[src/rv_mini_pkg.sv]
/*
  rv_mini package
  shared widths, memory depth, opcode field values and sequencer states
*/
package rv_mini_pkg;

    // --------------------------------------------------
    // sizes
    // --------------------------------------------------

    // data path width
    localparam int xlen = 32;

    // word memory depth and its address width
    localparam int mem_words = 256;
    localparam int mem_aw = 8;

    // byte address of the first fetch
    localparam logic [xlen-1:0] reset_pc = 32'h0000_0000;

    // --------------------------------------------------
    // encodings
    // --------------------------------------------------

    // 7-bit major opcode field, the four supported classes
    typedef enum logic [6:0] {
        op_reg    = 7'b0110011,
        op_imm    = 7'b0010011,
        op_store  = 7'b0100011,
        op_system = 7'b1110011
    } opcode_e;

    // core sequencer
    typedef enum logic [2:0] {
        st_idle,
        st_fetch,
        st_exec,
        st_store,
        st_halt
    } core_state_e;

endpackage

[src/rv_pc_counter.sv]
/* rv_mini program counter, word addressed, with a retired instruction count */
`timescale 1ns/10ps

module rv_pc_counter (
    input  logic                          clk,
    input  logic                          rst,
    input  logic                          clear,
    input  logic                          pc_inc,
    output logic [rv_mini_pkg::mem_aw-1:0] pc,
    output logic [15:0]                   retired
);
    import rv_mini_pkg::*;

    always_ff @(posedge clk) begin
        if (rst || clear) begin
            // start address is a byte address, pc counts words
            pc      <= reset_pc[mem_aw+1:2];
            retired <= '0;
        end else if (pc_inc) begin
            pc      <= pc + 1'b1;
            retired <= retired + 1'b1;
        end
    end

endmodule

[config.mk]
export PLATFORM = sky130hd
export DESIGN_NAME = rv_pc_counter
export DESIGN_NICKNAME = d
export VERILOG_FILES = /design/src/rv_mini_pkg.sv /design/src/rv_pc_counter.sv
export SDC_FILE = /design/constraint.sdc
export NUM_CORES = 1
export LEC_CHECK = 0
export BUFFER_PORTS_ARGS = -buffer_cell sky130_fd_sc_hd__buf_2
export CAP_MARGIN = 20
export CORE_MARGIN = 4
export CORE_UTILIZATION = 45
export DETAILED_ROUTE_END_ITERATION = 16
export PLACE_DENSITY = 0.82
export SLEW_MARGIN = 20
export SYNTH_ARGS = -nofsm -noshare
export SYNTH_HDL_FRONTEND = slang
export SYNTH_SLANG_ARGS = --single-unit
export TNS_END_PERCENT = 100
[constraint.sdc]
create_clock -name clk -period 2.9 [get_ports clk]
set_clock_uncertainty 0.05 [all_clocks]
set_input_delay 0.87 -clock clk [delete_from_list [all_inputs] [get_ports clk]]
set_output_delay 0.87 -clock clk [all_outputs]
set_load 0.01 [all_outputs]
# [After elaboration in Yosys (flattened, before gate mapping)]
# Index checks and enable logic that the tools add are counted.
# W data, S select, Z words.
[classes] addsub=2 multipliers=0 div_mod_pow=0 magnitude_cmp=0 eq_ne=0 n_shift=0 mux=0 bitwise=0 n_reduce_logical=1
[op_table] cell="$add A16 B1 Y16 const B" n=1
[op_table] cell="$add A8 B1 Y8 const B" n=1
[op_table] cell="$logic_or A1 B1 Y1" n=1
[word_totals] reg_bits=24 latchBits=0 ram_bits=0 rom_bits=0 out_inout_bits=24 wordCells=5 mem_count=0

# [Longest topological paths before layout]
[depth] depth_word=1 ltp_mapped=5 ltp_nobuf=5

# [Worst setup path before layout]
# No wires, ideal clock.
[synth_timing] path_type="input -> register" start="input port clear" end="register retired[15]" arrival_time_ns=1.664 required_ns=2.791 path_slack_ns=1.127 path_stages=4 path_buffers=1 cell_sequence="or2_2 clkbuf_1 a311o_1 nand2_1"
[synth_via] elab_chain_cells=1
[synth_lines] element="from (decl)" line_no="rv_pc_counter.sv:7" rtl="input logic clear,"
[synth_lines] element="$logic_or A1 B1 Y1" line_no="rv_pc_counter.sv:15" rtl="if (rst || clear) begin"
[synth_lines] element="to (signal assigned)" line_no="rv_pc_counter.sv:21" rtl="retired <= retired + 1'b1;"
[synth_lines] element="to (decl)" line_no="rv_pc_counter.sv:10" rtl="output logic [15:0] retired"
# Every way passes these cells.
# A chain may end at the register's enable or synchronous reset.

# [Final worst setup path]
[layout_timing] start="register retired[2]" end="output port retired[2]"
# No word-level cell between the ends.

==> impl_metrics.csv <==
group,metric,value,unit
layout,drive_gt1_share,24.7,%
grt,grt_pass1_wl,3590,um
layout,fill_cells,199,
clocking,ctsHoldBuffers,0,
timing,fin_crit,1.94,ns
grt,first_global_vias,774,
floorplan,coreArea,0.00223,mm^2
worst_setup_path,crit_arrival,1.02,ns
power,power_frac_clock,33.1,%
worst_setup_path,cpMaxStageDelayCell,"dfxtp_1",
worst_setup_path,crit_path_max_fanout,6,
floorplan,die-area,0.00321,mm^2
clocking,cts_tree,"yes",
layout,n_antenna_cell,0,
detailed_routing,drt_iter0_drc,20,
logic_synthesis,syn_inst,119,
grt,grt_max_degree,27,
detailed_routing,num_vias,877,
placed_design,place_congestion,0.786,
clocking,clk_pin_slew,0.13,ns
worst_hold_path,hold_class,"reg2reg",
worst_setup_path,path_delay_family,"flip-flops",
timing,timing_hold_violations_final,0,
power,powerDensity,421,mW/mm^2
placed_design,dp_hpwl,1570,um
layout,seqCellArea,480,um^2
clocking,cts_setup_buffers,0,
detailed_routing,routedWlPerCell,12.3,um
placed_design,place_ws,0.838,ns
worst_setup_path,start_kind,"flip-flop",
power,vdd_ir_drop_max,0.245,mV
logic_synthesis,synth.cell_area,0.00107,mm^2
floorplan,die_w,56.7,um
grt,antenna_found_initial,0,
worst_setup_path,cpPeakStageDelay,0.51,ns
detailed_routing,dr.pass1.iters,4,
power,internal-power,0.000416,W
timing,finalSetupViolCount,0,
detailed_routing,drc,0,
floorplan,rows,17,
clocking,cts.path.max_buffers,2,
power,p_leak,0.523,nW
timing,slew_headroom,69.6,%
layout,nets,153,
logic_synthesis,synthDistinctLibCells,24,
timing,fin_setup_tns,0,ns
timing,worst_pin_slew,0.456,ns
timing,period_share,66.7,%
layout,area_growth,17.8,%
worst_setup_path,required,1.98,ns
clocking,root_buffer,"clkbuf_4",
logic_synthesis,ys_seq_area_share,45.0,%
clocking,postCtsResizedCells,0,
logic_synthesis,postSynthAreaPerCell,8.97,um^2
power,combPwrFrac,3.7,%
worst_setup_path,endpoint_kind,"output port",
run_status,outcome,"finished, final reports clean",
floorplan,initial_core_util,47.8,%
timing,slew_violations,0,
placed_design,port_buffers,27,
logic_synthesis,synth-seq-cells,24,
power,pwr-share-seq,63.1,%
timing,rsz0062_at_grt,"false",
worst_setup_path,crit_chain,"buf_2",
detailed_routing,drtAntennaViolNets,0,
detailed_routing,viasPerCell,5.04,
floorplan,chipHeight,56.7,um
clocking,htreeDepth,1,
detailed_routing,wl,2140,um
grt,grt_overflow,0,
timing,fmax,0.517,GHz
clocking,clk_latency,0.31,ns
clocking,numClockSinks,24,
layout,multiInputGateArea,556,um^2
power,switchingPower,0.000114,W
floorplan,ios,28,
timing,fin_ws,0.965,ns
job,cap_violations,0,
worst_setup_path,worst-setup-path-type,"reg2out",
logic_synthesis,synthesis.nets,125,
power,p_sw_share,21.5,%
logic_synthesis,yosysWarnings,0,
grt,grt_usage,14.0,%
worst_setup_path,cp.buffers_inverters,1,
clocking,cts_made_buffers,3,
==> sequential cells by signal, indices dropped and copies added, names as in the netlist <==
signal   cells
pc           8
retired     16
==> per-layer routing <==
layer | up-vias | track usage [%] | share of wire [%]
met4 | 0 | 6.10 | 1.5
met3 | 4 | 3.68 | 3.7
met2 | 17 | 21.1 | 44
li1 | 457 | - | -
met5 | - | 0 | 0
met1 | 399 | 18.6 | 50
==> cell usage in the layout, fill, tap and decap left out <==
master / synthesis / final
nor2_1: 25 / 25
a311o_1: 1 / 1
or2_2: 1 / 1
a21oi_1: 2 / 2
clkbuf_8: 0 / 1
buf_2: 1 / 27
xnor2_1: 9 / 9
a211o_1: 1 / 1
nand4_4: 1 / 1
nand2_1: 8 / 8
clkbuf_4: 0 / 3
nor3_1: 4 / 4
or3_1: 2 / 2
nand3_1: 6 / 6
o21ai_0: 2 / 2
dfxtp_1: 24 / 24
nand4_1: 8 / 8
nor4_4: 1 / 1
xor2_1: 9 / 9
and4_2: 1 / 1
ha_1: 2 / 2
nor4_2: 1 / 1
and3_1: 1 / 1
mux2i_1: 2 / 2
inv_1: 4 / 4
==> final timing paths <==
kind / startpoint / end / slack (ns) / cells past startpoint
min: pc[7] / pc[7] / 0.45 / 2
max reg2reg: retired[0] / retired[10] / 1.28 / 5
max: retired[2] / retired[2] / 0.96 / 1
min reg2reg: pc[7] / pc[7] / 0.45 / 2
==> final cells by class <==
type | count | share of cell area, %
well taps | 28 | 2.79
repair buffers | 27 | 10.7
flip-flops and latches | 24 | 38.2
inverters | 4 | 1.19
multi-input cells | 87 | 44.2
clock buffers | 4 | 2.89
==> stage by stage <==
stage / hold slack [ns] / cells / cell area, um^2 / total power (W) / utilization [%]
floorplan: 0.452 / 119 / 1070 / 0.000356 / -
global placement: 0.415 / 170 / 1220 / 0.000361 / 54.7
detailed placement: 0.438 / 170 / 1220 / 0.000362 / 54.7
CTS: 0.458 / 174 / 1260 / 0.000533 / 56.3
global route: 0.466 / 174 / 1260 / 0.000549 / 56.3
finish: 0.449 / 174 / 1260 / 0.000530 / 56.3
==> Yosys cell counts <==
cell	number	area (um^2)
nor3_1	4	20.0
nand4_4	1	21.3
xor2_1	9	78.8
a311o_1	1	10.0
or2_2	1	6.26
and4_2	1	10.0
or3_1	2	12.5
clkbuf_1	3	11.3
a21oi_1	2	10.0
a211o_1	1	8.76
nor4_4	1	21.3
nor4_2	1	12.5
mux2i_1	2	20.0
xnor2_1	9	78.8
nand3_1	6	30.0
inv_1	4	15.0
o21ai_0	2	10.0
nand2_1	8	30.0
dfxtp_1	24	480
nand4_1	8	50.1
buf_2	1	5.00
ha_1	2	25.0
and3_1	1	6.26
nor2_1	25	93.8
==> logic make-up after synthesis <==
logic type | count (synthesis) | share of synthesized area (%)
buf+inv | 8 | 2.93
xor+xnor | 18 | 14.8
simple gates | 59 | 29.4
flops | 24 | 45.0
compound gates | 6 | 3.63
fa+ha+maj | 2 | 2.34
mux | 2 | 1.88
==> power groups by stage <==
| stage | clock, W | sequential (W) | combinational (W) |
|---|---|---|---|
| CTS | 0.000178 | 0.000335 | 0.0000200 |
| global placement | 0 | 0.000342 | 0.0000194 |
| finish | 0.000175 | 0.000335 | 0.0000199 |
| detailed placement | 0 | 0.000342 | 0.0000200 |
| global route | 0.000192 | 0.000335 | 0.0000227 |
| floorplan | 0 | 0.000342 | 0.0000135 |
(Power assumes the default switching activity.)
