`config.mk`:
```
export PLATFORM = sky130hd
export DESIGN_NAME = rv_core_fsm
export DESIGN_NICKNAME = d
export VERILOG_FILES = /design/src/rv_mini_pkg.sv /design/src/rv_core_fsm.sv
export SDC_FILE = /design/constraint.sdc
export NUM_CORES = 1
export LEC_CHECK = 0
export BUFFER_PORTS_ARGS = -buffer_cell sky130_fd_sc_hd__buf_2
export CAP_MARGIN = 40
export CORE_AREA = 2 2 39 41
export DETAILED_ROUTE_END_ITERATION = 16
export DIE_AREA = 0 0 41 43
export PLACE_DENSITY = 0.7
export SYNTH_ARGS = -nofsm -noshare
export SYNTH_HDL_FRONTEND = slang
export SYNTH_SLANG_ARGS = --single-unit
export TNS_END_PERCENT = 100
```
`constraint.sdc`:
```
create_clock -name clk -period 1.7 [get_ports clk]
set_input_delay 0.17 -clock clk [delete_from_list [all_inputs] [get_ports clk]]
set_output_delay 0.17 -clock clk [all_outputs]
set_load 0.03 [all_outputs]
```
`src/rv_mini_pkg.sv`:
```
/*
  rv_mini package
  shared widths, memory depth, opcode field values and sequencer states
*/
package rv_mini_pkg;

    // --------------------------------------------------
    // sizes
    // --------------------------------------------------

    // data path width
    localparam int xlen = 32;

    // word memory depth and its address width
    localparam int mem_words = 256;
    localparam int mem_aw = 8;

    // byte address of the first fetch
    localparam logic [xlen-1:0] reset_pc = 32'h0000_0000;

    // --------------------------------------------------
    // encodings
    // --------------------------------------------------

    // 7-bit major opcode field, the four supported classes
    typedef enum logic [6:0] {
        op_reg    = 7'b0110011,
        op_imm    = 7'b0010011,
        op_store  = 7'b0100011,
        op_system = 7'b1110011
    } opcode_e;

    // core sequencer
    typedef enum logic [2:0] {
        st_idle,
        st_fetch,
        st_exec,
        st_store,
        st_halt
    } core_state_e;

endpackage

```
`src/rv_core_fsm.sv`:
```
/*
  rv_mini core sequencer
  runs fetch, execute and store handshakes and halts on ecall or a bad opcode
*/
`timescale 1ns/10ps

module rv_core_fsm (
    input  logic                clk,
    input  logic                rst,
    input  logic                run,
    input  logic                fetch_ack,
    input  logic                data_ack,
    input  rv_mini_pkg::opcode_e opcode,
    output logic                fetch_req,
    output logic                data_req,
    output logic                ir_load,
    output logic                pc_inc,
    output logic                rf_we,
    output logic                done,
    output logic                trap
);
    import rv_mini_pkg::*;

    core_state_e state;
    logic        is_alu;

    assign is_alu = (opcode == op_reg) || (opcode == op_imm);

    // instruction word is valid while the fetch ack is up
    assign ir_load = (state == st_fetch) && fetch_req && fetch_ack;
    assign rf_we   = (state == st_exec) && is_alu;

    // retire on alu writeback or once the store handshake has closed
    assign pc_inc = ((state == st_exec) && is_alu) ||
                    ((state == st_store) && !data_req && !data_ack);

    always_ff @(posedge clk) begin
        if (rst) begin
            state     <= st_idle;
            fetch_req <= 1'b0;
            data_req  <= 1'b0;
            done      <= 1'b0;
            trap      <= 1'b0;
        end else begin
            case (state)
                st_idle: begin
                    if (run) begin
                        state     <= st_fetch;
                        fetch_req <= 1'b1;
                    end
                end
                // drop req on ack, then wait for the ack to fall
                st_fetch: begin
                    if (fetch_req && fetch_ack) begin
                        fetch_req <= 1'b0;
                    end else if (!fetch_req && !fetch_ack) begin
                        state <= st_exec;
                    end
                end
                st_exec: begin
                    case (opcode)
                        op_reg, op_imm: begin
                            state     <= st_fetch;
                            fetch_req <= 1'b1;
                        end
                        op_store: begin
                            state    <= st_store;
                            data_req <= 1'b1;
                        end
                        op_system: begin
                            state <= st_halt;
                            done  <= 1'b1;
                        end
                        default: begin
                            state <= st_halt;
                            done  <= 1'b1;
                            trap  <= 1'b1;
                        end
                    endcase
                end
                st_store: begin
                    if (data_req && data_ack) begin
                        data_req <= 1'b0;
                    end else if (!data_req && !data_ack) begin
                        state     <= st_fetch;
                        fetch_req <= 1'b1;
                    end
                end
                st_halt: begin
                    if (!run) begin
                        state <= st_idle;
                        done  <= 1'b0;
                        trap  <= 1'b0;
                    end
                end
                default: state <= st_idle;
            endcase
        end
    end

    // only one core request open at a time
    assert property (@(posedge clk) disable iff (rst) !(fetch_req && data_req));

    // halt status holds until run is released
    assert property (@(posedge clk) disable iff (rst) done && run |=> done);

endmodule

```
# --- Yosys cells after proc, flatten, opt, wreduce, memory -nomap -nowiden ---
# Index checks and enable logic that the tools add are counted.
word_totals:
  in_bits: 12
  latch_bits: 0
  romBits: 0
  n_memories: 0
  regBits: 7
  mem_bits_rw: 0
op_classes:
  bitwise: 0
  n_shift: 0
  n_div: 0
  add_sub_neg: 0
  reduce_logical: 27
  n_lt_le_gt_ge: 0
  n_eq_ne: 20
  muxes: 22
  mul: 0
op_table:
  columns: ["cell", "count"]
  rows:
  - ["$mux W3", 6]
  - ["$pmux W3 S5", 1]
  - ["$eq A7 B6 Y1 const B", 2]
  - ["$ne A2 B1 Y1 const B", 6]
  - ["$ne A2 B2 Y1 const B", 6]
  - ["$reduce_and A6 Y1", 2]
  - ["$mux W1", 10]
  - ["$logic_and A1 B1 Y1", 9]
  - ["$reduce_and A3 Y1", 3]
  - ["$eq A7 B5 Y1 const B", 1]
  - ["$eq A7 B7 Y1 const B", 1]
  - ["$eq A3 B2 Y1 const B", 2]
  - ["$pmux W1 S2", 3]
  - ["$pmux W3 S2", 1]
  - ["$logic_not A1 Y1", 4]
  - ["$pmux W1 S4", 1]
  - ["$reduce_bool A2 Y1", 2]
  - ["$reduce_bool A4 Y1", 1]
  - ["$reduce_or A4 Y1", 1]
  - ["$eq A3 B1 Y1 const B", 1]
  - ["$eq A3 B3 Y1 const B", 1]
  - ["$logic_not A3 Y1", 1]
  - ["$reduce_or A3 Y1", 1]
  - ["$logic_or A1 B1 Y1", 2]
  - ["$reduce_or A2 Y1", 1]

# --- Depth between registers and ports, before layout ---
logic_depth:
  ltp_word: 5
  mapped_depth: 4
  depth_no_buf: 3

# --- Worst setup path after synthesis ---
# OpenSTA, ideal clock, no wires.
synth_timing:
  path_kind: "register -> output"
  from: "reg state[2]"
  to: "out rf_we"
  path_stages_with_launch: 3
  slack_ns: -0.178
  t_arrival_ns: 1.708
  n_path_buf: 0
  path_cell_list: "dfxtp_1 or3b_4 nor4_1"
synth_via:
  elab_chain_len: 2
synth_lines:
  columns: ["item", "line_no", "rtl"]
  rows:
  - ["from (decl)", "rv_core_fsm.sv:24", "core_state_e state;"]
  - ["from (signal assigned)", "rv_core_fsm.sv:39", "state <= st_idle;"]
  - ["from (signal assigned)", "rv_core_fsm.sv:48", "state <= st_fetch;"]
  - ["from (signal assigned)", "rv_core_fsm.sv:57", "state <= st_exec;"]
  - ["$eq A3 B2 Y1", "rv_core_fsm.sv:31", "assign rf_we = (state == st_exec) && is_alu;"]
  - ["$logic_and A1 B1 Y1", "rv_core_fsm.sv:31", null]
  - ["to (decl)", "rv_core_fsm.sv:18", "output logic rf_we,"]
# Every way passes these cells.

# --- Worst setup path after layout ---
# Same ends and word-level chain as after synthesis.

==> summary.txt <==
Status
  • Status: finished clean

GRT
  • Largest net degree at the start of global routing: 12
  • Overall routing resource usage: 14.96%
  • Gr ovfl total: 0
  • Vias in the first global route: 417
  • First-pass GRT wire length: between 1500 and 2000 um
  • Initial antenna violation count: 0

Critical path
  • Reg-to-Reg End: state[1]
  • Critical path endpoint category: output port
  • R2r worst-path depth: 3
  • R2R setup slack: 0.18 ns
  • Worst Path Required: 1.53 ns
  • Worst EP arrival: 1.50 ns
  • Reg2reg start: state[2]
  • Critical Path Source Type: flip-flop
  • CP max FO: 8
  • Critical path class: reg2out

Synthesis
  • Yosys Warn Count: 0
  • Flops & latches, synth: 7
  • Top-area cell type share of the netlist area: between 30% and 40%
  • Post-Synthesis Cells: 57
  • Post-synth EDFFs: 0
  • Cell taking the most area after synthesis: dfxtp_1
  • Seq/Total Area, Yosys: 30.60%
  • Synth area leaders: dfxtp_1 31%, nand2b_1 5.5%, nor2_1 4.9%
  • Synthesized area: around 460 um^2
  • Most used flip-flop cell after synthesis: dfxtp_1
  • Post-Syn Nets: 69
  • Distinct cell type count after synthesis: 29
  • Post-synth ARST share: 0%
  • Syn_area_per_cell: 8.034 um^2

STA
  • Clock Skews: 0.0006585 ns
  • Max-slew violation count: 0
  • Worst-margin pin slew: 0.3404 ns
  • F_max: approximately 600 MHz
  • Final Cycle Share: about 98%
  • Final-report hold violation count: 0
  • Setup TNS: 0 ns
  • Slew headroom: between 70% and 80%
  • Final setup viols: 0
  • Final Critical Period: 1.670 ns

Worst hold path
  • Min-delay src: rst
  • Hold crit path type: in2reg
  • Hold Crit Depth: 2
  • Hold EP: state[2]

Clock tree
  • Clk_lat worst skew: around 0.25 ns
  • # clock sinks: 7
  • Reg clk slew, reported paths: 0.05 ns
  • Num CTS Buffers: 3
  • Setup Buffers After CTS: 0
  • Clk root buf: clkbuf_4
  • Clk buf depth: 2
  • TritonCTS clock tree: yes
  • H-tree depth: 1

Die
  • Overall die area: 0.001763 mm^2
  • Chip height: 43 um
  • IO Pins: 19
  • Rows: 14
  • Core footprint: 0.001384 mm^2
  • Initial Utilization: 33.09%
  • Die width: roughly 41 um

Run
  • Max_cap viols: 0

Layout
  • Most frequent cells in the layout: 16 x buf_2, 6 x nor2_1, 6 x dfxtp_1
  • Fin nets: 93
  • Leading cell type in the layout, fill and taps excluded: buf_2
  • Antenna fix cells: 0
  • Area growth syn-to-layout: 37.71%
  • Layout cells sized above 1: 35.00%
  • Post-layout util: 45.57%

Detailed routing
  • Vias/cell: 5.563
  • WL per Instance: 12.72 um
  • Post-route DRC: 0
  • DR pass1 iterations: 4
  • Detailed-route wire length: 1221 um
  • Routed vias: between 500 and 600
  • Routed Antenna Nets: 0
  • Starting DRT DRC Count: 12

Power
  • Pleak: 0.2786 nW
  • Peak supply drop: 0.3121 mV
  • Power Dens Cells: 712.7 mW/mm^2

Placed design
  • Routability-driven placement congestion ratio: roughly 0.82
  • Hpwl dp: 931.2 um
  • I/O Buffers: 18
-- synth_stat cells (all sizes together) (2+ instances only) --
library cell and number:
a21oi 4, clkbuf 2, o21ai 2, inv 5, or4 2, nor2b 2, nand2b 4, o21a 2
o311a 2, nor2 6, dfxtp 7, nand2 3
-- worst max-delay path by stage --
stage,from,to,slack [ns]
final,state[2],rf_we,0.03
after global routing,state[2],rf_we,-0.002
after CTS,state[2],rf_we,0.02
after detailed placement,state[2],state[1],0.17
after global placement,state[2],state[1],0.22
after floorplan,state[0],pc_inc,0.03
-- per-layer routing --
layer | track usage (%) | vias up | share of wire [%]
met5 | 0 | - | 0
met4 | 8.667 | 0 | 2.5
met2 | 22.19 | 27 | 47
met3 | 6.283 | 5 | 7.1
li1 | - | 260 | -
met1 | 17.04 | 242 | 43
-- worst max-delay path, cell delays in order (launching register included) --
cell	delay [ns]
dfxtp_2	0.35
or3b_4	0.43
nor4_4	0.26
buf_4	0.21
-- what timing repair did --
item | 4_1_cts | 5_1_grt
hold buffers | 0 | 0
gates resized for setup | 2 | 3
endpoints found under the setup margin | 1 | 2
endpoints found under the hold margin | 0 | 0
gates cloned | 0 | 0
-- final cells by class --
type	count	area, um^2
clock buffers	4	26.28
fillers	148	753.2
inverters	5	18.77
multi-input cells	43	306.5
flip-flops and latches	7	141.4
well taps	16	20.02
repair buffers	21	117.6
-- logic make-up after synthesis --
kind of cell,after synthesis,share of synthesized area (%)
buffers and inverters,7,5.739
adder cells (fa/ha/maj),1,2.186
AND/OR/NAND/NOR,23,30.60
AO/OA/AOI/OAI,19,30.88
flip-flops,7,30.60
-- metrics by stage --
step                power, mW  cell area (um^2)  hold WS (ns)  std cells  setup slack [ns]
global route           0.4735             630.6        0.1712         96         -0.001811
global placement       0.2940             589.3        0.4326         92            0.2168
detailed placement     0.2960             589.3        0.4315         92            0.1742
finish                 0.4494             630.6        0.1787         96           0.02988
CTS                    0.4518             626.9        0.1667         96           0.01912
floorplan              0.2524             464.2        0.2391         57           0.02551
-- flip-flops by register name, indices dropped and copies added, names as in the netlist --
register,cells
fetch_req,1
data_req,1
trap,1
state,3
done,1
-- where the power goes --
group          internal [mW]  switching (mW)  total (mW)
registers              0.175         0.00971       0.185
logic                 0.0449          0.0648       0.110
clock network         0.0898          0.0648       0.155
Power figures use the tool's default switching activity.
