--- src/rv_mini_pkg.sv ---
/*
  rv_mini package
  shared widths, memory depth, opcode field values and sequencer states
*/
package rv_mini_pkg;

    // --------------------------------------------------
    // sizes
    // --------------------------------------------------

    // data path width
    localparam int xlen = 32;

    // word memory depth and its address width
    localparam int mem_words = 256;
    localparam int mem_aw = 8;

    // byte address of the first fetch
    localparam logic [xlen-1:0] reset_pc = 32'h0000_0000;

    // --------------------------------------------------
    // encodings
    // --------------------------------------------------

    // 7-bit major opcode field, the four supported classes
    typedef enum logic [6:0] {
        op_reg    = 7'b0110011,
        op_imm    = 7'b0010011,
        op_store  = 7'b0100011,
        op_system = 7'b1110011
    } opcode_e;

    // core sequencer
    typedef enum logic [2:0] {
        st_idle,
        st_fetch,
        st_exec,
        st_store,
        st_halt
    } core_state_e;

endpackage

--- src/rv_exec_unit.sv ---
/*
  rv_mini execute unit
  instruction register, decode, immediates and the shared adder
*/
`timescale 1ns/10ps

module rv_exec_unit (
    input  logic                          clk,
    input  logic                          rst,
    input  logic                          ir_load,
    input  logic [rv_mini_pkg::xlen-1:0]   rd_data,
    input  logic [rv_mini_pkg::xlen-1:0]   rs1_data,
    input  logic [rv_mini_pkg::xlen-1:0]   rs2_data,
    output rv_mini_pkg::opcode_e          opcode,
    output logic [4:0]                    rs1_sel,
    output logic [4:0]                    rs2_sel,
    output logic [4:0]                    rd_sel,
    output logic [rv_mini_pkg::xlen-1:0]   wb_data,
    output logic [rv_mini_pkg::mem_aw-1:0] store_addr,
    output logic [rv_mini_pkg::xlen-1:0]   store_data
);
    import rv_mini_pkg::*;

    logic [xlen-1:0] ir;
    logic [xlen-1:0] imm_i;
    logic [xlen-1:0] imm_s;
    logic [xlen-1:0] operand_b;
    logic [xlen-1:0] sum;
    logic            legal;

    always_ff @(posedge clk) begin
        if (rst) begin
            ir <= '0;
        end else if (ir_load) begin
            ir <= rd_data;
        end
    end

    // --------------------------------------------------
    // decode
    // --------------------------------------------------

    // funct fields must match too, ecall needs all upper bits clear
    always_comb begin
        case (ir[6:0])
            op_reg:    legal = (ir[14:12] == 3'b000) && (ir[31:25] == 7'b0000000);
            op_imm:    legal = (ir[14:12] == 3'b000);
            op_store:  legal = (ir[14:12] == 3'b010);
            op_system: legal = (ir[31:7] == 25'd0);
            default:   legal = 1'b0;
        endcase
    end

    // illegal words show up as a value outside the enum
    assign opcode = legal ? opcode_e'(ir[6:0]) : opcode_e'(7'h00);

    assign rs1_sel = ir[19:15];
    assign rs2_sel = ir[24:20];
    assign rd_sel  = ir[11:7];

    assign imm_i = {{20{ir[31]}}, ir[31:20]};
    assign imm_s = {{20{ir[31]}}, ir[31:25], ir[11:7]};

    // --------------------------------------------------
    // adder
    // --------------------------------------------------

    always_comb begin
        case (opcode)
            op_reg:   operand_b = rs2_data;
            op_store: operand_b = imm_s;
            default:  operand_b = imm_i;
        endcase
    end

    assign sum     = rs1_data + operand_b;
    assign wb_data = sum;

    // byte address down to a word address
    assign store_addr = sum[mem_aw+1:2];
    assign store_data = rs2_data;

endmodule

--- config.mk ---
export PLATFORM = sky130hd
export DESIGN_NAME = rv_exec_unit
export DESIGN_NICKNAME = d
export VERILOG_FILES = /design/src/rv_mini_pkg.sv /design/src/rv_exec_unit.sv
export SDC_FILE = /design/constraint.sdc
export NUM_CORES = 1
export LEC_CHECK = 0
export BUFFER_PORTS_ARGS = -buffer_cell sky130_fd_sc_hd__buf_2
export CAP_MARGIN = 10
export CORE_AREA = 2 2 91 93
export CTS_BUF_LIST = sky130_fd_sc_hd__clkbuf_2
export DETAILED_ROUTE_END_ITERATION = 6
export DIE_AREA = 0 0 93 95
export GPL_ROUTABILITY_DRIVEN = 0
export PLACE_DENSITY_LB_ADDON = 0.25
export SLEW_MARGIN = 30
export SYNTH_ARGS = -nofsm -noshare
export SYNTH_HDL_FRONTEND = slang
export SYNTH_SLANG_ARGS = --single-unit
--- constraint.sdc ---
create_clock -name clk -period 4.45 [get_ports clk]
set_input_delay 0.445 -clock clk [delete_from_list [all_inputs] [get_ports clk]]
set_output_delay 0.445 -clock clk [all_outputs]
set_load 0.03 [all_outputs]
* After elaboration in Yosys (flattened, before gate mapping) *
Index checks and enable logic that the tools add are counted.

cells by class
  add/subtract/negate cells = 1
  $lt $le $gt $ge = 0
  shifts and indexed selects = 0
  equal/unequal tests = 7
  bitwise operators = 0
  div/mod/pow operators = 0
  multipliers = 0
  mux-type cells = 3
  reductions and logical operators = 4

operator list
  kind                  count
  $pmux W32 S2          1
  $add A32 B32 Y32      1
  $eq A7 B6 Y1 const B  4
  $logic_not A25 Y1     1
  $eq A7 B5 Y1 const B  1
  $eq A7 B7 Y1 const B  1
  $logic_not A7 Y1      1
  $mux W7               1
  $pmux W1 S4           1
  $eq A3 B2 Y1 const B  1
  $logic_not A3 Y1      1
  $logic_and A1 B1 Y1   1

storage, ports and cells
  bits in read-only memories = 0
  input port bits = 99
  RAM bits = 0
  latch bits = 0
  memories kept = 0
  register bits = 32
  logic and storage cells = 16

* Depth between registers and ports, before layout *
Gate-level depths: netlist of run 1.

  depth in word-level cells = 7
  gate-level depth with buffers = 19
  mapped depth without buffers = 17

* Least setup slack after synthesis of run 1 *
No wires, ideal clock.

  kind = register to output
  start = register ir[26]
  end = output port wb_data[16] (netlist bit)
  path buffers = 1
  setup slack = 286 ps
  cell stages (with the launch flop) = 18
  arrival = 3,719 ps
  required time = 4,005 ps
  path through = dfxtp_1 -> nor4_1 -> nand3b_1 -> nor4_2 -> a21oi_2 -> nor4b_4 -> buf_2 -> a21oi_1 -> ha_1 -> fa_1 -> a21oi_1 -> o22ai_1 -> o21a_1 -> a21o_1 -> a21o_1 -> nand3_1 -> a31oi_1 -> xor2_1

on the way
  word-level cells in the longest chain between the ends = 7
  elaborated cells on any way between the ends = 9
  classes of those cells = add/sub: 1; eq/ne: 2; mux: 3; reduce/logical: 3

RTL lines
  what                    RTL line            RTL
  start, declared         rv_exec_unit.sv:24  logic [xlen-1:0] ir;
  start signal, assigned  rv_exec_unit.sv:35  ir <= rd_data;
  $logic_not A7 Y1        rv_exec_unit.sv:46  op_reg: legal = (ir[14:12] == 3'b000) && (ir[31:25] == 7'b0000000);
  $logic_and A1 B1 Y1     rv_exec_unit.sv:46
  $pmux W1 S4             rv_exec_unit.sv:45  case (ir[6:0])
  $mux W7                 rv_exec_unit.sv:55  assign opcode = legal ? opcode_e'(ir[6:0]) : opcode_e'(7'h00);
  $eq A7 B6 Y1            rv_exec_unit.sv:69  case (opcode)
  $pmux W32 S2 (*)        rv_exec_unit.sv:69
  $add A32 B32 Y32 (*)    rv_exec_unit.sv:76  assign sum = rs1_data + operand_b;
  end, declared           rv_exec_unit.sv:18  output logic [rv_mini_pkg::xlen-1:0] wb_data,

Every way passes the cells marked *; elsewhere a longest branch is shown, timed or not.

* Worst setup path after layout of run 1 *
  start = register ir[29]
  end = output port wb_data[21] (netlist bit)

Same word-level chain as after synthesis.

==> impl_metrics.toml, run 1 <==
[run_status]
status = "finished with violations"
violations = "negative setup slack"

[clock_network]
cts-root-buf = "clkbuf_2"
clockBufferDepth = 2
numClockSinks = 32
numCtsBuffers = 5
cts_tree = "yes"
clk_pin_slew_worst_paths_ns = 0.16
clk_latency_ns = 0.37
cts_htree_levels = 2

[synthesis]
netlist_instances = 455
async_flop_share_pct = 0
synth_edf_count = 0
yosys-top-cells-area = "dfxtp_1, buf_4, ha_1, mux2i_1, a21o_1"
ys_seq_area_share_pct = 17.6
netlist.area_leader.share_pct = 17.6
synth_top_area_cell = "dfxtp_1"
syn_area_mm2 = 0.00364
synth_warnings = 0
syn_area_per_cell_um2 = 7.99
synthDistinctLibCells = 55
synth-seq-cells = 32
synth.most_common_cell = "buf_4"
synth_common_cells = "buf_4, nor2_1, mux2i_1"
synth-main-ff-cell = "dfxtp_1"

[cells_and_area]
finalNetCount = 766
fillCellCount = 670
fin_util_pct = 67.8
top_register = "ir"
top_regs = "ir x32"
design_area_mm2 = 0.00538
area_delta_synth_final_pct = 47.8
antenna_cells = 0
stdcell_count = 740
drive_above_1_share_pct = 53.4
largest_reg_flops = 32

[detailed_routing]
finalWirelength_um = 11600
drc_errors = 0
dr.pass1.iters = 4
wire_per_inst_um = 15.7
ant_nets = 0
detail_route.vias_per_cell = 5.34
drt_iter0_drc = 125
vias = 3949

[sta]
finalSetupViolations = 14
skew_ns = 0
setup_ws_ns = -0.229
period_needed_ns = 4.68
rsz0062_at_grt = "true"
setup_tns_ns = -1.66
final.period_utilization_pct = 105
tightest_slew_ns = 0.938
drv_slew = 0
max-slew-margin-rel_pct = 37.5
hold_viol = 0
fmax_mhz = 214

[grt]
top_usage_layer = "met2"
antenna_found_initial = 0
use_met3_pct = 5.19
grt_start_max_net_pins = 33
grt_usage_pct = 23.3
grt_pass1_vias = 3681
grt_pass1_wl_um = 16600
grt_overflow = 0
grt_util_met1_pct = 25.9
use_met2_pct = 44.0

[setup_path]
cp-end-kind = "output port"
crit_arrival_ns = 4.23
cp_top_family = "simple AND/OR/NAND/NOR gates"
worstPathRequired_ns = 4.01
slowest_delay_ns = 0.42
path_buf_inv = 4
path_cells = "nor4_4, nand3b_1, nor4_4, a21oi_2, nor4b_4, buf_6, buf_6, nor2_1, a21oi_2, ha_4, o211ai_1, o211ai_1, nand2_1, a31oi_4, buf_4, nor2_2, o21bai_2, or4_1, nand4_1, buf_6"
cp_slowest_cell = "or4_1"
worstSetupPathType = "reg -> out"
start_kind = "flip-flop"
cpMostUsedCell = "buf_6"
crit_path_max_fanout = 6

[floorplan]
initial_utilization_pct = 45.9
num_rows = 33
die_x_um = 93
coreArea_mm2 = 0.00793
ioPinCount = 193
dieHeight_um = 95
dieArea_mm2 = 0.00884

[power_and_ir_drop]
p_leak_nw = 2.80
p_per_area_mw_per_mm2 = 234
power_w = 0.00126
ir_drop_v = 0.000210

[placement]
placed_cells = 704
placed_area_mm2 = 0.00443
port_buffers = 190
dpl.hpwl_um = 8260

[min_path]
hp-class = "in -> reg"

[job]
cap_violations = 0
cells by family (layout without fill, tap and decap cells):
kind of cell             Yosys count  after routing  synth area share (%)
AND/OR/NAND/NOR                  127            127                  17.7
AO/OA/AOI/OAI                    114            114                  21.2
buffers and inverters             84            263                  15.3
multiplexers                      37             37                  10.2
adder cells (fa/ha/maj)           32             32                  11.2
flip-flops                        32             32                  17.6
XOR/XNOR                          28             28                  6.74
other                              1              2                 0.103
tightest hold or removal path, stage by stage:
cell	delay, ns
buf_2	0.08
mux2i_1	0.05
nor2_1	0.07
cell type report:
type                    count  area (µm²)  area share (%)
clock inverters             1        5.00          0.0931
multi-input cells         340        2990            55.6
repair buffers            248        1550            28.8
clock buffers               6        30.0           0.559
well taps                 105         131            2.44
inverters                   8        30.0           0.559
flip-flops and latches     32         646            12.0
cells in the final DEF, fill, tap and decap left out, types with 4 or more instances in the layout:
cell type | synthesis | layout
o21ai_2 | 0 | 4
clkbuf_2 | 1 | 6
buf_4 | 58 | 60
nand2b_1 | 4 | 4
buf_6 | 2 | 16
ha_1 | 31 | 15
buf_2 | 5 | 169
nand3_1 | 6 | 4
nor4_1 | 7 | 4
xnor2_1 | 17 | 16
xor2_1 | 11 | 9
o211ai_1 | 5 | 5
o21ai_1 | 3 | 7
mux2i_1 | 37 | 37
a21o_1 | 35 | 35
nand2_1 | 21 | 18
ha_4 | 0 | 15
nand4_1 | 5 | 5
inv_1 | 8 | 8
dfxtp_1 | 32 | 28
dfxtp_2 | 0 | 4
a21oi_2 | 3 | 18
a21oi_1 | 32 | 14
nor2_1 | 56 | 55
report_power, final:
group | internal (W) | leakage (nW) | switching [W]
registers | 0.000304 | 0.266 | 0.0000181
clock network | 0.0000374 | 0.0288 | 0.0000933
logic | 0.000335 | 2.50 | 0.000467
total | 0.000676 | 2.80 | 0.000579
stage by stage:
stage	hold slack, ns	setup slack (ns)
floorplan	0.460	0.286
global placement	0.477	0.0825
detailed placement	0.487	-0.00374
CTS	0.276	-0.325
global route	0.275	-0.481
finish	0.293	-0.229
worst paths after layout:
check	start	endpoint	slack, ns	cells past startpoint
max	ir[29]	wb_data[21]	-0.23	20
min	rd_data[7]	ir[7]	0.29	3
max reg2reg	ir[31]	ir[31]	3.49	3
min reg2reg	ir[2]	ir[2]	0.52	2
metal layers:
| metal | vias to the layer above | part of all wire, % |
|---|---|---|
| met5 | - | 0 |
| met4 | 0 | 2.4 |
| met3 | 24 | 7.0 |
| met2 | 181 | 51 |
| met1 | 1820 | 39 |
| li1 | 1924 | - |
timing repair:
| action | in CTS | in global routing |
|---|---|---|
| endpoints found under the setup margin | 21 | 30 |
| gates cloned | 0 | 2 |
| hold buffers | 0 | 0 |
| gates resized for setup | 79 | 57 |
| setup buffers | 15 | 12 |
| pin swaps | 31 | 49 |
Power figures use the tool's default switching activity.
==> run 2: changes to the inputs <==
==> constraint.sdc (replaced) <==
create_clock -name clk -period 4.45 [get_ports clk]
set_input_delay 0.89 -clock clk [delete_from_list [all_inputs] [get_ports clk]]
set_output_delay 0.89 -clock clk [all_outputs]
set_load 0.03 [all_outputs]
==> run 2 against run 1 <==
  * The run still ends with negative setup slack left
  * Die area stayed put
  * Critical path depth is 1 lower
  * Clock power is 44% higher
  * Global-route usage is 2.6 points higher
  * Via count is 10% higher
  * Count of clock-buffer cells in the layout is 1 lower
  * Clock skew stayed put
  * Sequential power is 2% lower
  * Power is 15% higher
==> impl_metrics.toml, run 2 (synthesized netlist as in run 1, its figures left out) <==
[floorplan]
die_x_um = 93
ioPinCount = 193
dieHeight_um = 95
coreArea_mm2 = 0.00793
num_rows = 33
dieArea_mm2 = 0.00884
initial_utilization_pct = 45.9

[setup_path]
path_cells = "nor4_2, nand4_1, o21ai_2, a21oi_2, nor4b_4, and2_4, buf_12, a21o_1, ha_4, buf_6, nand2_2, a2111oi_4, nand2_1, a31oi_2, o21ai_2, a21oi_4, a21oi_2, nand4b_1, buf_6"
r2r_start = "ir[31]"
reg2reg_depth = 3
slowest_delay_ns = 0.35
cp-end-kind = "output port"
worstSetupPathType = "reg -> out"
start_kind = "flip-flop"
cp.depth = 19
worstPathRequired_ns = 3.56
cp_slowest_cell = "dfxtp_1"
cp_top_family = "simple AND/OR/NAND/NOR gates"
r2r_setup_slack_ns = 3.48
crit_arrival_ns = 4.17
crit_path_max_fanout = 8
r2r_end = "ir[31]"
path_buf_inv = 3

[sta]
skew_ns = 0
max-slew-margin-rel_pct = 38.1
finalSetupViolations = 28
tightest_slew_ns = 0.929
period_needed_ns = 5.06
rsz0062_at_grt = "true"
hold_viol = 0
setup_ws_ns = -0.606
setup_tns_ns = -11.47
holdWs_ns = 0.524
final.period_utilization_pct = 114
fmax_mhz = 198
drv_slew = 0

[detailed_routing]
vias = 4358
dr.pass1.iters = 4
ant_nets = 0
drt_iter0_drc = 178
detail_route.vias_per_cell = 5.32
wire_per_inst_um = 16.0
drc_errors = 0
finalWirelength_um = 13100

[power_and_ir_drop]
p_switching_w = 0.000625
intPower_w = 0.000819
seqPwrFrac_pct = 21.9
p_per_area_mw_per_mm2 = 236
ir_drop_v = 0.000152
clock_power_share_pct = 13.0
p_leak_nw = 3.30
power_switching_share_pct = 43.3
power_frac_comb_pct = 65.0

[clock_network]
numClockSinks = 32
clk_latency_ns = 0.37
cts-root-buf = "clkbuf_2"
clockBufferDepth = 2
clk_pin_slew_worst_paths_ns = 0.16
numCtsBuffers = 5
cts_tree = "yes"
cts_htree_levels = 2

[cells_and_area]
largest_reg_flops = 32
top_regs = "ir x32"
finalNetCount = 844
final_cell_mix = "buf_2, buf_4, nor2_1, mux2i_1, a21o_1"
area_delta_synth_final_pct = 68.2
drive_above_1_share_pct = 59.5
antenna_cells = 0
mostFrequentLayoutCell = "buf_2"
top_register = "ir"

[job]
cap_violations = 0

[placement]
port_buffers = 190
dpl.hpwl_um = 9270
place_ws_ns = -0.397

[grt]
grt_start_max_net_pins = 33
grt_usage_pct = 25.9
grt_pass1_wl_um = 18400
grt_overflow = 0
grt_pass1_vias = 4049
antenna_found_initial = 3

[run_status]
violations = "negative setup slack"
status = "finished with violations"

[min_path]
holdPathEnd = "ir[1]"
hp-class = "reg -> reg"
hold_path_startpoint = "ir[1]"
hold_depth = 2
==> run 2: changes by cell type in the layout (fill, tap and decap cells not counted), sizes merged <==
cell,previous run,this run
buf,246,326
clkbuf,8,5
bufinv,0,1
clkinv,1,2
==> run 2: how the worst max path moves through the flow <==
stage               startpoint          end  slack [ns]
finish                  ir[19]  wb_data[29]       -0.61
global route            ir[19]  wb_data[26]       -0.86
floorplan               ir[26]  wb_data[29]       -0.03
CTS                     ir[16]  wb_data[30]       -0.58
global placement        ir[19]  wb_data[24]       -0.32
detailed placement      ir[19]  wb_data[31]       -0.40
==> run 2: worst reg2reg max path: cells and delay by family (launching register included) <==
kind,cells,cell delay [ns]
muxes,1,0.11
buffers and inverters,1,0.29
and+or+nand+nor,1,0.11
DFF,1,0.41
==> run 2: final cells by class <==
type	instances	area (µm²)
clock inverter	3	37.5
multi-input combinational	340	3060
inverter	8	30.0
clock buffer	5	25.0
timing repair buffer	326	2190
sequential	32	642
fill	563	1810
tap	105	131
==> run 2: layer usage <==
layer	track usage [%]	routed length, µm	up-vias
met2	52.2	7060	202
met4	7.60	409	0
met1	26.6	4760	2033
met5	0	0	-
li1	-	-	2086
met3	5.59	907	37
==> run 2: power by group through the flow <==
stage                     sequential, W  combinational [W]  clock [W]
final                          0.000316           0.000939   0.000188
after CTS                      0.000316           0.000868   0.000192
after global placement         0.000320           0.000737          0
after global routing           0.000319           0.000987   0.000204
after floorplan                0.000321           0.000512          0
after detailed placement       0.000320           0.000748          0
==> run 2: stage by stage <==
stage                     power (W)  instances  util (%)  instance area [µm²]
after floorplan            0.000833        456         -                 3720
after global placement      0.00106        791      65.1                 5160
after detailed placement    0.00107        791      65.1                 5160
after CTS                   0.00138        811      73.7                 5840
after global routing        0.00151        819      77.2                 6120
final                       0.00144        819      77.2                 6120
==> run 2: repair_timing <==
action / CTS / global route
gates resized for setup: 126 / 43
pin swaps: 46 / 29
hold buffers: 0 / 0
endpoints found under the setup margin: 32 / 34
setup buffers: 14 / 9
