===== src/rv_mini_pkg.sv =====
/*
  rv_mini package
  shared widths, memory depth, opcode field values and sequencer states
*/
package rv_mini_pkg;

    // --------------------------------------------------
    // sizes
    // --------------------------------------------------

    // data path width
    localparam int xlen = 32;

    // word memory depth and its address width
    localparam int mem_words = 256;
    localparam int mem_aw = 8;

    // byte address of the first fetch
    localparam logic [xlen-1:0] reset_pc = 32'h0000_0000;

    // --------------------------------------------------
    // encodings
    // --------------------------------------------------

    // 7-bit major opcode field, the four supported classes
    typedef enum logic [6:0] {
        op_reg    = 7'b0110011,
        op_imm    = 7'b0010011,
        op_store  = 7'b0100011,
        op_system = 7'b1110011
    } opcode_e;

    // core sequencer
    typedef enum logic [2:0] {
        st_idle,
        st_fetch,
        st_exec,
        st_store,
        st_halt
    } core_state_e;

endpackage


===== src/rv_mem_arbiter.sv =====
/*
  rv_mini memory arbiter
  three four-phase req/ack ports, priority data, host, fetch
*/
`timescale 1ns/10ps

module rv_mem_arbiter (
    input  logic                          clk,
    input  logic                          rst,
    input  logic                          fetch_req,
    input  logic [rv_mini_pkg::mem_aw-1:0] fetch_addr,
    output logic                          fetch_ack,
    output logic [rv_mini_pkg::xlen-1:0]   rd_data,
    input  logic                          data_req,
    input  logic [rv_mini_pkg::mem_aw-1:0] data_addr,
    input  logic [rv_mini_pkg::xlen-1:0]   data_wdata,
    output logic                          data_ack,
    input  logic                          host_req,
    input  logic                          host_we,
    input  logic [rv_mini_pkg::mem_aw-1:0] host_addr,
    input  logic [rv_mini_pkg::xlen-1:0]   host_wdata,
    output logic                          host_ack,
    output logic [rv_mini_pkg::xlen-1:0]   host_rdata,
    output logic                          mem_en,
    output logic                          mem_we,
    output logic [rv_mini_pkg::mem_aw-1:0] mem_addr,
    output logic [rv_mini_pkg::xlen-1:0]   mem_wdata,
    input  logic [rv_mini_pkg::xlen-1:0]   mem_rdata
);
    import rv_mini_pkg::*;

    typedef enum logic [1:0] {
        arb_idle,
        arb_mem,
        arb_ack
    } arb_state_e;

    arb_state_e state;
    logic       gnt_data;
    logic       gnt_host;
    logic       gnt_fetch;
    logic       owner_req;

    assign owner_req = (gnt_data & data_req) | (gnt_host & host_req) |
                       (gnt_fetch & fetch_req);

    always_ff @(posedge clk) begin
        if (rst) begin
            state     <= arb_idle;
            gnt_data  <= 1'b0;
            gnt_host  <= 1'b0;
            gnt_fetch <= 1'b0;
            data_ack  <= 1'b0;
            host_ack  <= 1'b0;
            fetch_ack <= 1'b0;
        end else begin
            case (state)
                arb_idle: begin
                    gnt_data  <= data_req;
                    gnt_host  <= host_req & ~data_req;
                    gnt_fetch <= fetch_req & ~data_req & ~host_req;
                    if (data_req || host_req || fetch_req) begin
                        state <= arb_mem;
                    end
                end
                // memory access this cycle, data back with the ack
                arb_mem: begin
                    data_ack  <= gnt_data;
                    host_ack  <= gnt_host;
                    fetch_ack <= gnt_fetch;
                    state     <= arb_ack;
                end
                arb_ack: begin
                    if (!owner_req) begin
                        data_ack  <= 1'b0;
                        host_ack  <= 1'b0;
                        fetch_ack <= 1'b0;
                        state     <= arb_idle;
                    end
                end
                default: state <= arb_idle;
            endcase
        end
    end

    assign mem_en    = (state == arb_mem);
    assign mem_we    = gnt_data | (gnt_host & host_we);
    assign mem_addr  = gnt_data ? data_addr : (gnt_host ? host_addr : fetch_addr);
    assign mem_wdata = gnt_data ? data_wdata : host_wdata;

    assign rd_data    = mem_rdata;
    assign host_rdata = mem_rdata;

    assert property (@(posedge clk) disable iff (rst)
        $onehot0({data_ack, host_ack, fetch_ack}));

    // every ack answers a request that is still up
    assert property (@(posedge clk) disable iff (rst) $rose(data_ack) |-> data_req);
    assert property (@(posedge clk) disable iff (rst) $rose(host_ack) |-> host_req);
    assert property (@(posedge clk) disable iff (rst) $rose(fetch_ack) |-> fetch_req);

endmodule


===== config.mk =====
export PLATFORM = sky130hd
export DESIGN_NAME = rv_mem_arbiter
export DESIGN_NICKNAME = d
export VERILOG_FILES = /design/src/rv_mini_pkg.sv /design/src/rv_mem_arbiter.sv
export SDC_FILE = /design/constraint.sdc
export NUM_CORES = 1
export LEC_CHECK = 0
export BUFFER_PORTS_ARGS = -buffer_cell sky130_fd_sc_hd__buf_2
export CAP_MARGIN = 20
export CORE_AREA = 3 3 91 93
export CTS_CLUSTER_DIAMETER = 30
export DETAILED_ROUTE_END_ITERATION = 8
export DIE_AREA = 0 0 94 96
export GPL_TIMING_DRIVEN = 0
export PLACE_DENSITY = 0.57
export SYNTH_ARGS = -nofsm -noshare
export SYNTH_HDL_FRONTEND = slang
export SYNTH_SLANG_ARGS = --single-unit

===== constraint.sdc =====
create_clock -name clk -period 2.1 [get_ports clk]
set_input_delay 0.315 -clock clk [delete_from_list [all_inputs] [get_ports clk]]
set_output_delay 0.315 -clock clk [all_outputs]
set_load 0.02 [all_outputs]

# Word-level counts from Yosys, hierarchy flattened
# Index checks and enable logic that the tools add are counted.
# totals
regBits,8
inputBits,126
out_inout_bits,109
word_cells,39
# op_classes
eq_ne,4
n_mux,10
bitwise_logic,12
n_reduce_logical,6
# op_table
cell,n
32-bit two-way mux,1
8-bit two-way mux,2
1-bit AND,7
1-bit one-hot mux with 2 select lines,3
2-bit one-hot mux with 3 select lines,1
2-bit two-way mux,2
"2-bit inequality test, second input constant",2
2-bit AND reduction,2
1-bit OR,3
"2-bit by 1-bit == test with 1-bit output, second input constant",1
"2-bit == test, second input constant",1
2-bit logical NOT,1
1-bit logical OR,2
1-bit NOT,2
2-bit nonzero test,1
1-bit two-way mux,1

# Logic depth before layout (Yosys ltp)
# Gate-level depths: netlist (run 1).
# depth
word_depth,5
depth_mapped,5
ltp_nobuf,3

# Least setup slack after synthesis (run 1)
# Ideal clock, no wire load.
# synth_path
path_kind,register to output
start,reg gnt_data
end,out mem_addr[5] (netlist bit)
arrival_ns,1.245
required_ns,1.785
setup_slack_ns,0.540
path_stages_with_launch,5
path_buffers,3
cell_sequence,dfxtp_1 > clkbuf_2 > buf_2 > buf_2 > o21ai_0
# synth_between
elab_chain_len,1
# synth_rtl
item,line,source
"start, declared",rv_mem_arbiter.sv:39,logic gnt_data;
"start signal, assigned",rv_mem_arbiter.sv:59,gnt_data <= data_req;
8-bit two-way mux,rv_mem_arbiter.sv:88,assign mem_addr = gnt_data ? data_addr : (gnt_host ? host_addr : fetch_addr);
"end, declared",rv_mem_arbiter.sv:26,"output logic [rv_mini_pkg::mem_aw-1:0] mem_addr,"
# Every way passes these cells.

# Worst setup path after layout (run 1)
# layout_path
start,reg gnt_data
end,out mem_addr[3] (netlist bit)
# The elaborated chain is that of the path after synthesis.

==> results.toml, run 1 <==
[yosys]
flops_latches_synth = 8
synth_compound_gate_area_share_pct = 8.079
synth.lib_cells_used.distinct = 23
synth_cells = 173
dominant_combinational_cell_family_by_area_after_synthesis = "buffers and inverters"
avgSynthCellArea_um2 = 8.057
synth_xor_xnor_area_share_pct = 0
synth_fp_nets = 299
synth_top_cells_by_area = "sky130_fd_sc_hd__buf_4 34%, sky130_fd_sc_hd__mux2_2 26%, sky130_fd_sc_hd__dfxtp_1 11%"
yosysTopAreaCell = "sky130_fd_sc_hd__buf_4"
synth.cell_area_um2 = 1394
post_synth_and_or_nand_nor_area_fraction_pct = 10.23
netlist.area_leader.share_pct = 34.47
synth_adder_area_share_pct = 0
synth.area.mux_share_pct = 31.60
synth_warnings = 0
synth_seq_area_share_pct = 11.49

[route]
detail_route.vias_per_cell = 3.868
finalWirelength_um = 5662
drc_markers = 0
drt_pre_antenna_iters = 5
route.detailed.wl_per_inst_um = 11.82
drt_first_iter_violations = 47
drt.antenna.violating_nets = 0
route.vias.total = 1853

[clocking]
htreeDepth = 1
cts_inserted_buffers = 3
cts-root-buf = "sky130_fd_sc_hd__clkbuf_8"
postCtsSetupBuffers = 0
source_to_sink_clock_delay_at_the_later_pin_of_the_worst_skew_pair_ns = 0.23
cts_tree = "done"
cts.reportedPaths.clkPinSlew_ns = 0.04
cts.sink_count = 8
clock_buffer_depth = 2
cts_repair_resize_count = 0
cts_hold_buf = 0

[timing]
finalMaxSlewViolations = 0
finalCriticalPeriod_ns = 1.884
timing.final.crit_share_pct = 89.70
max_slew.worst_pin.slew_ns = 0.3952
grt_setup_unrepaired = "no"
totalNegativeSetupSlack_ns = 0
max_freq_mhz = 530.9
setup_viol = 0
maxSlewHeadroom_pct = 73.65
worst_case_setup_margin_in_the_final_layout_ns = 0.2164
final_hold_violation_count = 0
final.setup_skew_ns = 0.002443

[floorplan]
floorplan.die.height_um = 96
num_rows = 32
floorplan.core_area_um2 = 7607
initial_core_utilization_pct = 18.32
fp.dieArea_um2 = 9024
total_i_o_pin_count = 235
die_w_um = 94

[placed_design]
port_buffers = 201
rd_place_congestion = 0.6896
dp_cells = 476
dp_slack_ns = 0.4311
hpwlAfterDp_um = 5086

[global_routing]
grt_max_degree = 11
via_count_of_the_first_global_routing_pass = 1643
grt_usage_pct = 9.935
grt_remaining_overflow = 0
antenna_found_initial = 0
first_pass_grt_wire_length_um = 7258

[setup_path]
endpoint_kind = "primary output"
critical_path_peak_fanout = 10
criticalPathCategory = "register to primary output"
data_required_time_at_the_worst_endpoint_ns = 1.78
timing.critical_path.from_type = "register"
timing.critical_path.arrival_ns = 1.57

[finish]
syn2layout_area_growth_pct = 84.29
finalNonFillerCells = 479
fillCellCount = 831
final_layout_size_suffix_gt1_share_pct = 81.70
finalNetCount = 505
n_antenna_cell = 0
final-seq-area_um2 = 160.2
multi_input_area_um2 = 695.7

[flow_run]
max_cap_violations = 0

[status]
outcome = "complete, no violations"

[power]
total_leakage_power_nw = 1.451
ir_worst_vdd_mv = 0.1147
pd_cells_nw_per_um2 = 415.6

[worst_hold_path]
hold_removal_path_class = "input port to register"
worst max-delay path, stage by stage, from the launching register on:
cell and delay, ns:
sky130_fd_sc_hd__dfxtp_1 0.30, sky130_fd_sc_hd__clkbuf_2 0.17, sky130_fd_sc_hd__buf_2 0.28, sky130_fd_sc_hd__buf_2 0.26, sky130_fd_sc_hd__nand2_1 0.06, sky130_fd_sc_hd__o21ai_0 0.08, sky130_fd_sc_hd__buf_2 0.19
metal layers:
metal	global-route usage [%]	vias to the layer above	part of all wire, %
met5	0	-	0
met4	2.888	0	0.81
met3	2.267	4	13
met2	18.98	133	52
met1	10.88	787	34
li1	-	929	-
layout by cell type, fill, tap and decap left out, types with 5 or more instances in the layout:
cell type                 synthesis  layout
sky130_fd_sc_hd__buf_2            6     207
sky130_fd_sc_hd__buf_4           64      64
sky130_fd_sc_hd__mux2_2          32      32
sky130_fd_sc_hd__nand2_1         11      11
sky130_fd_sc_hd__o21ai_0         11      11
sky130_fd_sc_hd__mux2i_1          8       8
sky130_fd_sc_hd__dfxtp_1          8       8
sky130_fd_sc_hd__nor2_1           5       5
through the flow:
stage	total power, mW	area (µm²)	utilization (%)	hold WS [ns]
floorplan	0.6364	1394	-	0.4510
finish	1.068	2569	33.77	0.3732
global placement	0.8865	2527	33.22	0.4802
detailed placement	0.8935	2527	33.22	0.4961
global route	1.138	2569	33.77	0.4029
CTS	1.084	2569	33.77	0.3687
cell type report:
type | instances | area share, %
clock buffers | 3 | 1.607
well taps | 102 | 4.968
plain buffers | 74 | 20.51
multi-input cells | 88 | 27.08
repair buffers | 201 | 39.16
flip-flops and latches | 8 | 6.235
inverters | 3 | 0.4384
cell families after synthesis:
logic type,count (synthesis)
buf+inv,77
mux,40
simple gates,29
compound gates,19
flops,8
cell usage after synthesis:
master	count
sky130_fd_sc_hd__buf_4	64
sky130_fd_sc_hd__mux2_2	32
sky130_fd_sc_hd__nand2_1	11
sky130_fd_sc_hd__o21ai_0	11
sky130_fd_sc_hd__dfxtp_1	8
sky130_fd_sc_hd__mux2i_1	8
sky130_fd_sc_hd__buf_2	6
sky130_fd_sc_hd__nor2_1	5
sky130_fd_sc_hd__a211oi_1	3
sky130_fd_sc_hd__a21oi_1	3
sky130_fd_sc_hd__and3_1	3
sky130_fd_sc_hd__clkbuf_1	3
sky130_fd_sc_hd__inv_1	3
sky130_fd_sc_hd__nand2b_1	3
sky130_fd_sc_hd__nand3b_1	2
sky130_fd_sc_hd__a222oi_1	1
sky130_fd_sc_hd__clkbuf_2	1
sky130_fd_sc_hd__nand3_1	1
sky130_fd_sc_hd__nor2b_1	1
sky130_fd_sc_hd__nor3_1	1
sky130_fd_sc_hd__nor3b_1	1
sky130_fd_sc_hd__nor4_1	1
sky130_fd_sc_hd__o21ba_2	1
flip-flops by register name (all words and copies together), names as in the netlist:
| register | flops |
|---|---|
| gnt_fetch | 1 |
| gnt_host | 1 |
| state | 2 |
| data_ack | 1 |
| host_ack | 1 |
| fetch_ack | 1 |
| gnt_data | 1 |
report_power, final:
| group | switching, mW | internal (mW) | total, mW |
|---|---|---|---|
| Sequential | 0.00650 | 0.166 | 0.172 |
| Clock | 0.0621 | 0.124 | 0.186 |
| Combinational | 0.377 | 0.332 | 0.709 |
| Total | 0.445 | 0.622 | 1.07 |
final timing paths:
kind / cells after the start / slack (ns) / to / startpoint
worst min-delay path: 3 / 0.37 / gnt_fetch / fetch_req
worst min register to register: 2 / 0.50 / gnt_fetch / gnt_fetch
worst max register to register: 4 / 0.74 / fetch_ack / gnt_data
worst max-delay path: 6 / 0.22 / mem_addr[3] / gnt_data
Note: power is estimated with default switching activity, not from simulation.
==> run 2: changes to the inputs <==
--- a/config.mk
+++ b/config.mk
@@ -12,7 +12,6 @@
 export DETAILED_ROUTE_END_ITERATION = 8
 export DIE_AREA = 0 0 94 96
 export GPL_TIMING_DRIVEN = 0
-export PLACE_DENSITY = 0.57
 export SYNTH_ARGS = -nofsm -noshare
 export SYNTH_HDL_FRONTEND = slang
 export SYNTH_SLANG_ARGS = --single-unit
==> run 2 against run 1 <==
Cell area is the same. First-iteration DRC count decreased by 15%. Maximum frequency grew 2.0%. Worst setup slack gained 0.037 ns. Via count up 1.1%. Largest cell class unchanged.
==> results.toml, run 2 (synthesized netlist as in run 1, its figures left out) <==
[clocking]
htreeDepth = 1
cts.sink_count = 8
cts_inserted_buffers = 3
cts_tree = "done"
cts-root-buf = "sky130_fd_sc_hd__clkbuf_8"
cts.reportedPaths.clkPinSlew_ns = 0.04
postCtsSetupBuffers = 0
clock_buffer_depth = 2
cts_repair_resize_count = 0
source_to_sink_clock_delay_at_the_later_pin_of_the_worst_skew_pair_ns = 0.23
cts_hold_buf = 0

[finish]
layout.cells.most_common_list = "207 x sky130_fd_sc_hd__buf_2, 64 x sky130_fd_sc_hd__buf_4, 32 x sky130_fd_sc_hd__mux2_2"
final_layout_size_suffix_gt1_share_pct = 81.70
largest_register_ffs = 2
final-seq-area_um2 = 160.2
n_antenna_cell = 0
syn2layout_area_growth_pct = 84.29
layout_commonest_cell = "sky130_fd_sc_hd__buf_2"
finalNetCount = 505
fillCellCount = 807
multi_input_area_um2 = 695.7
top_register = "state"

[route]
drc_markers = 0
detail_route.vias_per_cell = 3.910
route.detailed.wl_per_inst_um = 11.88
drt_first_iter_violations = 40
drt_pre_antenna_iters = 4
finalWirelength_um = 5691
route.vias.total = 1873
drt.antenna.violating_nets = 0

[floorplan]
fp.dieArea_um2 = 9024
total_i_o_pin_count = 235
initial_core_utilization_pct = 18.32
die_w_um = 94
num_rows = 32
floorplan.die.height_um = 96
floorplan.core_area_um2 = 7607

[setup_path]
timing.critical_path.arrival_ns = 1.53
timing.critical_path.from_type = "register"
criticalPathCategory = "register to primary output"
critical_path_peak_fanout = 10
endpoint_kind = "primary output"
data_required_time_at_the_worst_endpoint_ns = 1.78

[worst_hold_path]
hold_removal_path_class = "input port to register"

[timing]
maxSlewHeadroom_pct = 74.54
finalMaxSlewViolations = 0
timing.final.crit_share_pct = 87.93
max_slew.worst_pin.slew_ns = 0.3820
final.setup_skew_ns = 0.002117
totalNegativeSetupSlack_ns = 0
finalCriticalPeriod_ns = 1.847
final_hold_violation_count = 0
grt_setup_unrepaired = "no"
max_freq_mhz = 541.6
setup_viol = 0

[power]
clock_power_share_pct = 17.6
net-switching-power_mw = 0.4454
total_leakage_power_nw = 1.451
power_switching_share_pct = 41.71
sequentialPowerShare_pct = 16.2
ir_worst_vdd_mv = 0.1682
power.total_mw = 1.068
internal_power_mw = 0.6225
share_comb_of_total_power_pct = 66.3
pd_cells_nw_per_um2 = 415.7

[placed_design]
rd_place_congestion = 0.7009
hpwlAfterDp_um = 5153
port_buffers = 201

[global_routing]
first_pass_grt_wire_length_um = 7541
antenna_found_initial = 0
grt_usage_pct = 10.33
grt_max_degree = 11
grt_remaining_overflow = 0
via_count_of_the_first_global_routing_pass = 1654

[status]
outcome = "complete, no violations"

[flow_run]
max_cap_violations = 0
-- run 2: cell counts in the layout (fill, tap and decap cells not counted) --
No cell type changed its count.
-- run 2: final cells by class --
type                            instances  share of cell area, %
Inverter                                3                 0.4384
Multi-Input combinational cell         88                  27.08
Buffer                                 74                  20.51
Timing Repair Buffer                  201                  39.16
Sequential cell                         8                  6.235
Clock buffer                            3                  1.607
Tap cell                              102                  4.968
-- run 2: path summary, 6_finish.rpt --
kind	from	end	slack, ns	cells after the start
worst min register to register	gnt_fetch	gnt_fetch	0.50	2
worst min-delay path	fetch_req	gnt_fetch	0.37	3
worst max-delay path	gnt_data	mem_addr[6]	0.25	6
worst max register to register	gnt_data	fetch_ack	0.80	4
-- run 2: per-stage QoR --
step	std cells	area (µm²)	hold WS, ns	util [%]	setup WS, ns
finish	479	2569	0.3736	33.77	0.2535
global route	479	2569	0.3889	33.77	0.06435
CTS	479	2569	0.3622	33.77	0.1963
detailed placement	476	2527	0.4976	33.22	0.4563
global placement	476	2527	0.4810	33.22	0.4633
floorplan	173	1394	0.4510	-	0.5405
-- run 2: power by group through the flow --
stage | Combinational [mW] | Sequential, mW | Clock (mW)
2_1_floorplan | 0.455 | 0.181 | 0
3_3_place_gp | 0.711 | 0.174 | 0
3_5_place_dp | 0.717 | 0.176 | 0
4_1_cts | 0.719 | 0.173 | 0.196
5_1_grt | 0.767 | 0.174 | 0.202
6_report | 0.708 | 0.173 | 0.187
-- run 2: critical path, cell delays in order (launching register included) --
cell	delay, ns
sky130_fd_sc_hd__dfxtp_1	0.30
sky130_fd_sc_hd__clkbuf_2	0.15
sky130_fd_sc_hd__buf_2	0.27
sky130_fd_sc_hd__buf_2	0.25
sky130_fd_sc_hd__nand2_1	0.07
sky130_fd_sc_hd__o21ai_0	0.07
sky130_fd_sc_hd__buf_2	0.19
-- run 2: routing by layer --
metal / vias to the layer above / routed length (µm) / global-route usage, %
li1: 925 / - / -
met3: 5 / 873 / 3.675
met4: 0 / 49 / 2.888
met2: 135 / 2946 / 19.34
met1: 808 / 1822 / 10.88
met5: - / 0 / 0
